**config.mk**
```make
export PLATFORM = sky130hd
export DESIGN_NAME = ex_top
export DESIGN_NICKNAME = d
export VERILOG_FILES = /design/src/ex_pkg.sv /design/src/ex_multiplier.sv /design/src/ex_divider.sv /design/src/ex_unit.sv /design/src/ex_top.sv
export SDC_FILE = /design/constraint.sdc
export NUM_CORES = 2
export LEC_CHECK = 0
export BUFFER_PORTS_ARGS = -buffer_cell sky130_fd_sc_hd__buf_2
export CAP_MARGIN = 20
export CORE_ASPECT_RATIO = 1.75
export CORE_MARGIN = 2
export CORE_UTILIZATION = 60
export CTS_BUF_LIST = sky130_fd_sc_hd__clkbuf_4
export DETAILED_ROUTE_END_ITERATION = 10
export GPL_TIMING_DRIVEN = 1
export PLACE_DENSITY_LB_ADDON = 0.3
export SLEW_MARGIN = 20
export SYNTH_ARGS = -nofsm -noshare
export SYNTH_HDL_FRONTEND = slang
export SYNTH_HIERARCHICAL = 1
export SYNTH_SLANG_ARGS = --single-unit
```
**constraint.sdc**
```tcl
create_clock -name clk_i -period 4.7 [get_ports clk_i]
set_input_delay 0.47 -clock clk_i [delete_from_list [all_inputs] [get_ports clk_i]]
set_output_delay 0.47 -clock clk_i [all_outputs]
set_load 0.02 [all_outputs]
```
**src/ex_pkg.sv**
```systemverilog
`default_nettype none

package ex_pkg;

    localparam int XLEN       = 64;
    // one shift step per operand bit
    localparam int ITER_COUNT = 64;

    // bus word addresses
    localparam logic [1:0] REG_OP1    = 2'd0;
    localparam logic [1:0] REG_OP2    = 2'd1;
    localparam logic [1:0] REG_OPCODE = 2'd2;
    localparam logic [1:0] REG_RESULT = 2'd3;

    typedef enum logic [4:0] {
        // single-cycle alu
        ADD    = 5'd0,
        SUB    = 5'd1,
        SLT    = 5'd2,
        SLTU   = 5'd3,
        XOR    = 5'd4,
        OR     = 5'd5,
        AND    = 5'd6,
        SLL    = 5'd7,
        SRL    = 5'd8,
        SRA    = 5'd9,
        ADDW   = 5'd10,
        SUBW   = 5'd11,
        SLLW   = 5'd12,
        SRLW   = 5'd13,
        SRAW   = 5'd14,
        // multiplier
        MUL    = 5'd15,
        MULH   = 5'd16,
        MULHU  = 5'd17,
        MULHSU = 5'd18,
        MULW   = 5'd19,
        // divider
        DIV    = 5'd20,
        DIVU   = 5'd21,
        REM    = 5'd22,
        REMU   = 5'd23,
        DIVW   = 5'd24,
        DIVUW  = 5'd25,
        REMW   = 5'd26,
        REMUW  = 5'd27
    } ex_op_e;

    typedef enum logic [1:0] {
        IDLE = 2'd0,
        BUSY = 2'd1,
        DONE = 2'd2
    } ex_state_e;

endpackage

`default_nettype wire

```
**src/ex_multiplier.sv**
```systemverilog
`default_nettype none

module ex_multiplier (
    input  logic                    clk_i,
    input  logic                    rst_n_i,
    input  logic                    start_i,
    input  ex_pkg::ex_op_e          op_i,
    input  logic [ex_pkg::XLEN-1:0] op1_i,
    input  logic [ex_pkg::XLEN-1:0] op2_i,
    output logic [ex_pkg::XLEN-1:0] result_o,
    output logic                    done_o
);

    import ex_pkg::*;

    localparam int CNT_W = $clog2(ITER_COUNT);

    logic              busy;
    logic [CNT_W-1:0]  cnt;
    ex_op_e            op_q;
    logic              neg_q;
    logic [XLEN-1:0]   mcand_q;
    logic [2*XLEN-1:0] prod_q;
    logic              op1_neg;
    logic              op2_neg;
    logic [XLEN-1:0]   op1_mag;
    logic [XLEN-1:0]   op2_mag;
    logic [XLEN:0]     partial;
    logic [2*XLEN-1:0] prod_fixed;

    // MULHSU treats only op1 as signed
    assign op1_neg = ((op_i == MULH) || (op_i == MULHSU)) && op1_i[XLEN-1];
    assign op2_neg = (op_i == MULH) && op2_i[XLEN-1];
    assign op1_mag = op1_neg ? -op1_i : op1_i;
    assign op2_mag = op2_neg ? -op2_i : op2_i;

    // add into upper half, then shift the whole product right
    assign partial = {1'b0, prod_q[2*XLEN-1:XLEN]} + (prod_q[0] ? {1'b0, mcand_q} : '0);

    always_ff @(posedge clk_i) begin
        if (!rst_n_i) begin
            busy   <= 1'b0;
            cnt    <= '0;
            done_o <= 1'b0;
        end else begin
            done_o <= 1'b0;
            if (busy) begin
                cnt <= cnt + 1'b1;
                if (cnt == CNT_W'(ITER_COUNT - 1)) begin
                    busy   <= 1'b0;
                    done_o <= 1'b1;
                end
            end else if (start_i) begin
                busy <= 1'b1;
                cnt  <= '0;
            end
        end
    end

    always_ff @(posedge clk_i) begin
        if (busy) begin
            prod_q <= {partial, prod_q[XLEN-1:1]};
        end else if (start_i) begin
            op_q    <= op_i;
            neg_q   <= op1_neg ^ op2_neg;
            mcand_q <= op1_mag;
            prod_q  <= {{XLEN{1'b0}}, op2_mag};
        end
    end

    assign prod_fixed = neg_q ? -prod_q : prod_q;

    always_comb begin
        case (op_q)
            MUL:                 result_o = prod_fixed[XLEN-1:0];
            MULH, MULHU, MULHSU: result_o = prod_fixed[2*XLEN-1:XLEN];
            MULW:                result_o = {{(XLEN-32){prod_fixed[31]}}, prod_fixed[31:0]};
            default:             result_o = '0;
        endcase
    end

    // one operation in flight across the execute unit
    a_no_start_busy: assert property (@(posedge clk_i) disable iff (!rst_n_i)
        busy |-> !start_i);

endmodule

`default_nettype wire

```
**src/ex_divider.sv**
```systemverilog
`default_nettype none

module ex_divider (
    input  logic                    clk_i,
    input  logic                    rst_n_i,
    input  logic                    start_i,
    input  ex_pkg::ex_op_e          op_i,
    input  logic [ex_pkg::XLEN-1:0] op1_i,
    input  logic [ex_pkg::XLEN-1:0] op2_i,
    output logic [ex_pkg::XLEN-1:0] result_o,
    output logic                    done_o
);

    import ex_pkg::*;

    localparam int CNT_W = $clog2(ITER_COUNT);

    logic             busy;
    logic [CNT_W-1:0] cnt;
    ex_op_e           op_q;
    logic [XLEN-1:0]  dvd_q;
    logic [XLEN-1:0]  dvs_q;
    logic [XLEN-1:0]  rem_q;
    logic [XLEN-1:0]  quo_q;
    logic             quo_neg_q;
    logic             rem_neg_q;
    logic             zero_q;
    logic             is_word;
    logic             is_signed;
    logic             dvd_sbit;
    logic             dvs_sbit;
    logic [XLEN-1:0]  dvd_ext;
    logic [XLEN-1:0]  dvs_ext;
    logic             dvd_neg;
    logic             dvs_neg;
    logic [XLEN:0]    shifted;
    logic [XLEN:0]    diff;
    logic [XLEN-1:0]  quo_fix;
    logic [XLEN-1:0]  rem_fix;

    assign is_word   = op_i inside {DIVW, DIVUW, REMW, REMUW};
    assign is_signed = op_i inside {DIV, REM, DIVW, REMW};

    // word forms work on the low half, extended to full width
    assign dvd_sbit = is_signed & op1_i[31];
    assign dvs_sbit = is_signed & op2_i[31];
    assign dvd_ext  = is_word ? {{(XLEN-32){dvd_sbit}}, op1_i[31:0]} : op1_i;
    assign dvs_ext  = is_word ? {{(XLEN-32){dvs_sbit}}, op2_i[31:0]} : op2_i;
    assign dvd_neg  = is_signed & dvd_ext[XLEN-1];
    assign dvs_neg  = is_signed & dvs_ext[XLEN-1];

    // restoring step keeps the old remainder on a borrow
    assign shifted = {rem_q, quo_q[XLEN-1]};
    assign diff    = shifted - {1'b0, dvs_q};

    always_ff @(posedge clk_i) begin
        if (!rst_n_i) begin
            busy   <= 1'b0;
            cnt    <= '0;
            done_o <= 1'b0;
        end else begin
            done_o <= 1'b0;
            if (busy) begin
                cnt <= cnt + 1'b1;
                if (cnt == CNT_W'(ITER_COUNT - 1)) begin
                    busy   <= 1'b0;
                    done_o <= 1'b1;
                end
            end else if (start_i) begin
                busy <= 1'b1;
                cnt  <= '0;
            end
        end
    end

    always_ff @(posedge clk_i) begin
        if (busy) begin
            rem_q <= diff[XLEN] ? shifted[XLEN-1:0] : diff[XLEN-1:0];
            quo_q <= {quo_q[XLEN-2:0], ~diff[XLEN]};
        end else if (start_i) begin
            op_q      <= op_i;
            dvd_q     <= dvd_ext;
            dvs_q     <= dvs_neg ? -dvs_ext : dvs_ext;
            quo_q     <= dvd_neg ? -dvd_ext : dvd_ext;
            rem_q     <= '0;
            quo_neg_q <= dvd_neg ^ dvs_neg;
            rem_neg_q <= dvd_neg;
            zero_q    <= (dvs_ext == '0);
        end
    end

    // overflow case falls out of the magnitude math unchanged
    assign quo_fix = zero_q ? '1 : (quo_neg_q ? -quo_q : quo_q);
    assign rem_fix = zero_q ? dvd_q : (rem_neg_q ? -rem_q : rem_q);

    always_comb begin
        case (op_q)
            DIV, DIVU:   result_o = quo_fix;
            REM, REMU:   result_o = rem_fix;
            DIVW, DIVUW: result_o = {{(XLEN-32){quo_fix[31]}}, quo_fix[31:0]};
            REMW, REMUW: result_o = {{(XLEN-32){rem_fix[31]}}, rem_fix[31:0]};
            default:     result_o = '0;
        endcase
    end

    a_no_start_busy: assert property (@(posedge clk_i) disable iff (!rst_n_i)
        busy |-> !start_i);

    // fixed latency from start, then a single-cycle done
    a_done_pulse: assert property (@(posedge clk_i) disable iff (!rst_n_i)
        start_i |-> ##(ITER_COUNT + 1) done_o ##1 !done_o);

endmodule

`default_nettype wire

```
**src/ex_unit.sv**
```systemverilog
`default_nettype none

module ex_unit (
    input  logic                    clk_i,
    input  logic                    rst_n_i,
    input  logic                    wb_cyc_i,
    input  logic                    wb_stb_i,
    input  logic                    wb_we_i,
    input  logic [1:0]              wb_adr_i,
    input  logic [ex_pkg::XLEN-1:0] wb_dat_i,
    input  logic [ex_pkg::XLEN-1:0] mul_result_i,
    input  logic                    mul_done_i,
    input  logic [ex_pkg::XLEN-1:0] div_result_i,
    input  logic                    div_done_i,
    output logic [ex_pkg::XLEN-1:0] wb_dat_o,
    output logic                    wb_ack_o,
    output ex_pkg::ex_op_e          op_o,
    output logic [ex_pkg::XLEN-1:0] op1_o,
    output logic [ex_pkg::XLEN-1:0] op2_o,
    output logic                    mul_start_o,
    output logic                    div_start_o
);

    import ex_pkg::*;

    ex_state_e       state;
    logic [XLEN-1:0] result_q;
    logic [XLEN-1:0] result_next;
    logic            req;
    logic            held;
    logic            accept;
    logic            wr_op;
    ex_op_e          new_op;
    logic            new_is_mul;
    logic            new_is_div;
    logic [XLEN-1:0] alu_res;
    logic [31:0]     addw_w;
    logic [31:0]     subw_w;
    logic [31:0]     sllw_w;
    logic [31:0]     srlw_w;
    logic [31:0]     sraw_w;

    // masked during ack so a held request is not taken twice
    assign req    = wb_cyc_i & wb_stb_i & ~wb_ack_o;
    // result reads and opcode writes wait out a running operation
    assign held   = (state == BUSY) &&
                    (wb_we_i ? (wb_adr_i == REG_OPCODE) : (wb_adr_i == REG_RESULT));
    assign accept = req & ~held;
    assign wr_op  = accept & wb_we_i & (wb_adr_i == REG_OPCODE);

    assign new_op     = ex_op_e'(wb_dat_i[4:0]);
    assign new_is_mul = new_op inside {MUL, MULH, MULHU, MULHSU, MULW};
    assign new_is_div = new_op inside {DIV, DIVU, REM, REMU, DIVW, DIVUW, REMW, REMUW};

    assign addw_w = op1_o[31:0] + op2_o[31:0];
    assign subw_w = op1_o[31:0] - op2_o[31:0];
    assign sllw_w = op1_o[31:0] << op2_o[4:0];
    assign srlw_w = op1_o[31:0] >> op2_o[4:0];
    assign sraw_w = $signed(op1_o[31:0]) >>> op2_o[4:0];

    // alu works on the opcode being written
    always_comb begin
        case (new_op)
            ADD:     alu_res = op1_o + op2_o;
            SUB:     alu_res = op1_o - op2_o;
            SLT:     alu_res = XLEN'($signed(op1_o) < $signed(op2_o));
            SLTU:    alu_res = XLEN'(op1_o < op2_o);
            XOR:     alu_res = op1_o ^ op2_o;
            OR:      alu_res = op1_o | op2_o;
            AND:     alu_res = op1_o & op2_o;
            SLL:     alu_res = op1_o << op2_o[5:0];
            SRL:     alu_res = op1_o >> op2_o[5:0];
            SRA:     alu_res = $signed(op1_o) >>> op2_o[5:0];
            ADDW:    alu_res = {{(XLEN-32){addw_w[31]}}, addw_w};
            SUBW:    alu_res = {{(XLEN-32){subw_w[31]}}, subw_w};
            SLLW:    alu_res = {{(XLEN-32){sllw_w[31]}}, sllw_w};
            SRLW:    alu_res = {{(XLEN-32){srlw_w[31]}}, srlw_w};
            SRAW:    alu_res = {{(XLEN-32){sraw_w[31]}}, sraw_w};
            default: alu_res = '0;
        endcase
    end

    // at most one source per edge
    always_comb begin
        result_next = result_q;
        if (mul_done_i) begin
            result_next = mul_result_i;
        end else if (div_done_i) begin
            result_next = div_result_i;
        end else if (wr_op && !new_is_mul && !new_is_div) begin
            result_next = alu_res;
        end
    end

    always_ff @(posedge clk_i) begin
        if (!rst_n_i) begin
            state       <= IDLE;
            wb_ack_o    <= 1'b0;
            mul_start_o <= 1'b0;
            div_start_o <= 1'b0;
            op_o        <= ADD;
            op1_o       <= '0;
            op2_o       <= '0;
            result_q    <= '0;
        end else begin
            wb_ack_o    <= accept;
            mul_start_o <= wr_op & new_is_mul;
            div_start_o <= wr_op & new_is_div;
            result_q    <= result_next;
            if (accept && wb_we_i && (wb_adr_i == REG_OP1)) begin
                op1_o <= wb_dat_i;
            end
            if (accept && wb_we_i && (wb_adr_i == REG_OP2)) begin
                op2_o <= wb_dat_i;
            end
            if (wr_op) begin
                op_o  <= new_op;
                state <= (new_is_mul || new_is_div) ? BUSY : DONE;
            end else if (mul_done_i || div_done_i) begin
                state <= DONE;
            end
        end
    end

    always_comb begin
        case (wb_adr_i)
            REG_OP1:    wb_dat_o = op1_o;
            REG_OP2:    wb_dat_o = op2_o;
            REG_OPCODE: wb_dat_o = XLEN'(op_o);
            default:    wb_dat_o = result_q;
        endcase
    end

    a_ack_in_cycle: assert property (@(posedge clk_i) disable iff (!rst_n_i)
        wb_ack_o |-> wb_cyc_i && wb_stb_i);

    // units only answer a start we issued
    a_done_busy: assert property (@(posedge clk_i) disable iff (!rst_n_i)
        (mul_done_i || div_done_i) |-> state == BUSY);

endmodule

`default_nettype wire

```
**src/ex_top.sv**
```systemverilog
`default_nettype none

module ex_top (
    input  logic                    clk_i,
    input  logic                    rst_n_i,
    input  logic                    wb_cyc_i,
    input  logic                    wb_stb_i,
    input  logic                    wb_we_i,
    input  logic [1:0]              wb_adr_i,
    input  logic [ex_pkg::XLEN-1:0] wb_dat_i,
    output logic [ex_pkg::XLEN-1:0] wb_dat_o,
    output logic                    wb_ack_o
);

    import ex_pkg::*;

    ex_op_e          op;
    logic [XLEN-1:0] op1;
    logic [XLEN-1:0] op2;
    logic            mul_start;
    logic            mul_done;
    logic [XLEN-1:0] mul_result;
    logic            div_start;
    logic            div_done;
    logic [XLEN-1:0] div_result;

    ex_unit u_ex_unit (
        .clk_i        (clk_i),
        .rst_n_i      (rst_n_i),
        .wb_cyc_i     (wb_cyc_i),
        .wb_stb_i     (wb_stb_i),
        .wb_we_i      (wb_we_i),
        .wb_adr_i     (wb_adr_i),
        .wb_dat_i     (wb_dat_i),
        .mul_result_i (mul_result),
        .mul_done_i   (mul_done),
        .div_result_i (div_result),
        .div_done_i   (div_done),
        .wb_dat_o     (wb_dat_o),
        .wb_ack_o     (wb_ack_o),
        .op_o         (op),
        .op1_o        (op1),
        .op2_o        (op2),
        .mul_start_o  (mul_start),
        .div_start_o  (div_start)
    );

    ex_multiplier u_ex_multiplier (
        .clk_i    (clk_i),
        .rst_n_i  (rst_n_i),
        .start_i  (mul_start),
        .op_i     (op),
        .op1_i    (op1),
        .op2_i    (op2),
        .result_o (mul_result),
        .done_o   (mul_done)
    );

    ex_divider u_ex_divider (
        .clk_i    (clk_i),
        .rst_n_i  (rst_n_i),
        .start_i  (div_start),
        .op_i     (op),
        .op1_i    (op1),
        .op2_i    (op2),
        .result_o (div_result),
        .done_o   (div_done)
    );

endmodule

`default_nettype wire

```
==> results of run 1 <==
-- metal layers --
layer | overflow | GRT usage
met5 | 6 | 0.3406
met4 | 396 | 0.8292
met3 | 26 | 0.6626
met2 | 763 | 0.9628
met1 | 12 | 0.7953
-- cells in the mapped netlist (218+ instances only) --
cell type     n  area (um^2)
inv_1       347         1303
a21oi_1     880         4404
xnor2_1     315         2759
dfxtp_1     218         4364
nand2_1    1295         4861
nor3_1      221         1106
clkbuf_1    538         2019
edfxtp_1    461        13840
o21ai_0     760         3804
ha_1        331         4141
xor2_1      278         2435
nor2_1      824         3093
mux2i_1     224         2242
-- kinds of logic after synthesis --
group,after synthesis,share of synthesized area
AO/OA/AOI/OAI,2938,0.2579
XOR/XNOR,593,0.07196
adder cells (fa/ha/maj),335,0.05849
buffers and inverters,1029,0.05572
flip-flops,679,0.2523
multiplexers,418,0.08739
AND/OR/NAND/NOR,3360,0.2162
-- per-stage QoR --
step	hold WS [ns]	util	area (um^2)	setup WS (ns)
2_1_floorplan	0.4249	-	72190	0.005828
3_3_place_gp	0.4376	0.6668	79750	-0.4983
3_5_place_dp	0.4490	0.6668	79750	-0.5448
4_1_cts	0.0005114	0.6966	83320	-0.3219
-- repair_timing --
| action | 4_1_cts |
|---|---|
| pin swaps | 19 |
| hold endpoints to repair | 159 |
| resized for setup | 22 |
| hold buffers | 107 |
| gates cloned | 1 |
| setup buffers | 5 |
| setup endpoints to repair | 26 |
==> impl_metrics.toml, run 1 <==
[synthesis]
ys_warn_count = 6
syn_inst = 9352
synthFlopType = "edfxtp_1"
synth.distinct_cells = 112
async_flop_share = 0
seq_area_frac_synth = 0.2523
synth_edf_count = 461
synth_area_um2 = 72170
avgSynthCellArea_um2 = 7.718
yosys_register_bits = 679
syn_nets = 9758

[cts]
clock-sinks = 679
cts_max_level = 4
clockBufferDepth = 3
cts_buffers = 176
cts_root_buf = "clkbuf_4"

[status]
haltStage = "5_1_grt"
error = "[ERROR GRT-0116] Global routing finished with congestion. Check the congestion regions in the DRC Viewer."
status = "stopped before the end"

[global_route]
grt_pass1_vias = 98708
overflow = 1203
grt_max_degree = 167
grt_pass1_wl_mm = 745.2
grtUsageTotal = 0.8067

[floorplanning]
die_h_um = 462.8
die_w_um = 266.2
ioPinCount = 136
initial_core_util = 0.6034
rows = 168

[place]
place_congestion = 1.337
place_inst = 11285
numPortBuffers = 135
hpwl_mm = 326.5
==> run 2, diff against run 1 <==
--- a/config.mk
+++ b/config.mk
@@ -7,13 +7,11 @@
 export LEC_CHECK = 0
 export BUFFER_PORTS_ARGS = -buffer_cell sky130_fd_sc_hd__buf_2
 export CAP_MARGIN = 20
-export CORE_ASPECT_RATIO = 1.75
 export CORE_MARGIN = 2
-export CORE_UTILIZATION = 60
-export CTS_BUF_LIST = sky130_fd_sc_hd__clkbuf_4
+export CORE_UTILIZATION = 40
 export DETAILED_ROUTE_END_ITERATION = 10
 export GPL_TIMING_DRIVEN = 1
-export PLACE_DENSITY_LB_ADDON = 0.3
+export PLACE_DENSITY_LB_ADDON = 0.15
 export SLEW_MARGIN = 20
 export SYNTH_ARGS = -nofsm -noshare
 export SYNTH_HDL_FRONTEND = slang
==> constraint.sdc (replaced) <==
create_clock -name clk_i -period 6.1 [get_ports clk_i]
set_input_delay 0.61 -clock clk_i [delete_from_list [all_inputs] [get_ports clk_i]]
set_output_delay 0.61 -clock clk_i [all_outputs]
set_load 0.02 [all_outputs]
==> run 2 against run 1 <==
The run now ends clean. Synthesized cell count unchanged. Synthesized area unchanged.
==> impl_metrics.toml, run 2 <==
[global_route]
grt_max_degree = 115
use_met1 = 0.5851
busiest_layer = "met2"
antenna_found_initial = 63
grt_pass1_vias = 76185
grtUsageMet3 = 0.1634
grtUsageTotal = 0.4724
grt_pass1_wl_mm = 617.3
overflow = 0
grtUsageMet2 = 0.6761

[power]
p_leak_uw = 0.02913
power_density_nw_per_um2 = 154.9
peakVddDrop_mv = 0.2822

[setup_path]
worstPathMaxFanout = 7
crit_chain = "or4_4 > or4b_4 > or3_1 > or2_1 > o31ai_4 > xnor2_1 > mux2i_1 > a211oi_1 > o21ai_2 > buf_4 > o211ai_1 > a21oi_1 > o211ai_1 > a221oi_1 > o21ai_0 > a21oi_1 > o21ai_0 > a221oi_1 > a211oi_1"
worst_ep_required_time_ns = 6.73
cpPeakStageDelay_ns = 0.66
path_buf_inv = 1
r2r.worst_path.cells = 19
r2r-end = "u_ex_unit/result_q[36]"
cp_slowest_cell = "or3_1"
rrSetupSlack_ns = 0.28
path_delay_family = "simple AND/OR/NAND/NOR gates"
critPathKind = "flip-flop to flip-flop"
critPathArrivalTime_ns = 6.45
start_kind = "flip-flop"
reg2reg_from = "u_ex_divider/rem_q[13]"
cp-end-kind = "flip-flop"

[route]
wl_per_cell_um = 38.36
postRouteAntennaNets = 0
totalWireLength_mm = 453.8
via_per_inst = 7.015
drcViolationCount = 0
first_iter_violations = 13215
first_pass_iters = 7
vias = 82982

[sta]
tns_ns = 0
hold_viol_final = 0
finalClockSkew_ns = 0.05621
max_freq_ghz = 0.1718
slew_viol_final = 0
layout_min_cycle_time_ns = 5.822
worst_slew_pin_slew_ns = 1.440
slew_headroom = 0.03436
grt_setup_unrepaired = "false"
setup_viol = 0
finalCritPeriodShare = 0.9544

[synthesis]
syn_inst = 9352
yosys_register_bits = 679
async_flop_share = 0
synth_edf_count = 461
avgSynthCellArea_um2 = 7.718
ys_warn_count = 6
syn_nets = 9758
synth_area_leaders = "edfxtp_1, nand2_1, a21oi_1, dfxtp_1, ha_1"
synthFlopType = "edfxtp_1"
synth.distinct_cells = 112
synth_commonest_cells = "nand2_1, a21oi_1, nor2_1"
synth_top_area_cell = "edfxtp_1"
yosysTopAreaCellShare = 0.1918
yosysMostFrequentCell = "nand2_1"
synth_area_um2 = 72170
seq_area_frac_synth = 0.2523

[place]
place_congestion = 1.109
hpwl_mm = 353.2
numPortBuffers = 135

[cts]
clk_latency_ns = 0.79
cts_tree = "built"
hold_buffers = 0
cts_root_buf = "clkbuf_16"
ctsResizeCount = 0
clockBufferDepth = 3
post-cts-setup-buffers = 0
clock-sinks = 679
cts_max_level = 3
clk_pin_slew_ns = 0.10
cts_buffers = 90

[cells_and_area]
final_nets = 9776
syn2layout_area_growth_pct = 10.97
drive_above_1_share = 0.1181
largest_reg_flops = 128
mostFrequentLayoutCells = "nand2_1, a21oi_1, nor2_1, o21ai_0, edfxtp_1"
layout_commonest_cell = "nand2_1"
fin_util = 0.4479
largest_register = "u_ex_multiplier/prod_q"

[floorplanning]
core_um2 = 178800
die_area_um2 = 183800
die_h_um = 428.8
die_w_um = 428.8
initial_core_util = 0.4036
ioPinCount = 136
rows = 155

[job]
maxCapViolCount = 0

[min_path]
min-delay-start = "wb_dat_i[30]"
min_to = "u_ex_unit/op2_o[30]"
whs_path_depth = 3
hold_class = "primary input to flip-flop"

[status]
status = "complete, no violations"
[run 2: cell counts after synthesis]
Identical to the previous run, type by type.
[run 2: where the power goes]
group	total (uW)	switching [uW]	internal, uW
Clock	5690	2500	3190
Combinational	1790	1290	506
Sequential	4930	42.6	4890
Total	12400	3830	8580
[run 2: worst min-delay path: stages]
cell,delay (ns)
buf_2,0.11
nand2_1,0.05
a21oi_1,0.05
[run 2: metrics by stage]
stage                     instance area [um^2]  std cells  setup slack [ns]  hold WS (ns)  power (uW)
after floorplan                          72170       9352             1.345        0.4249        5920
after global placement                   76900      11625            0.4330        0.4381        6704
after detailed placement                 76920      11627            0.4372        0.4509        6701
after CTS                                79980      11794            0.4024       0.06529       12330
after global routing                     80040      11808            0.1881        0.1109       12620
final                                    80090      11829            0.2781       0.08579       12410
[run 2: kinds of logic (layout without fill, tap and decap cells)]
family,after synthesis,in the layout,share of synthesized area
compound gates,2938,2938,0.2579
fa+ha+maj,335,335,0.05849
xor+xnor,593,593,0.07196
flops,679,679,0.2523
mux,418,418,0.08739
other cells,0,29,0
simple gates,3360,3360,0.2162
buf+inv,1029,1122,0.05572
[run 2: worst max-delay path by stage]
stage	from	end	cells after the start
3_5_place_dp	u_ex_divider/rem_q[13]	u_ex_unit/result_q[63]	16
6_report	u_ex_divider/rem_q[13]	u_ex_unit/result_q[36]	19
3_3_place_gp	u_ex_divider/rem_q[13]	u_ex_unit/result_q[63]	16
2_1_floorplan	u_ex_divider/rem_q[11]	u_ex_unit/result_q[63]	18
4_1_cts	u_ex_divider/rem_q[13]	u_ex_unit/result_q[63]	16
5_1_grt	u_ex_divider/rem_q[13]	u_ex_unit/result_q[60]	17
[run 2: area by class of cell]
cell class	instances	area [um^2]
Fill cell	18332	98720
Multi-Input combinational cell	7644	50070
Sequential cell	679	18250
Timing Repair Buffer	600	4344
Tap cell	2355	2947
Clock buffer	126	2570
Inverter	355	1355
Clock inverter	41	489.2
Antenna cell	29	72.57
[run 2: per-layer routing]
metal,up-vias,wire length [um]
met5,-,238
met2,6395,184100
li1,34618,-
met4,26,41000
met1,40468,168500
met3,1475,59900
Note: power is estimated with default switching activity, not from simulation.
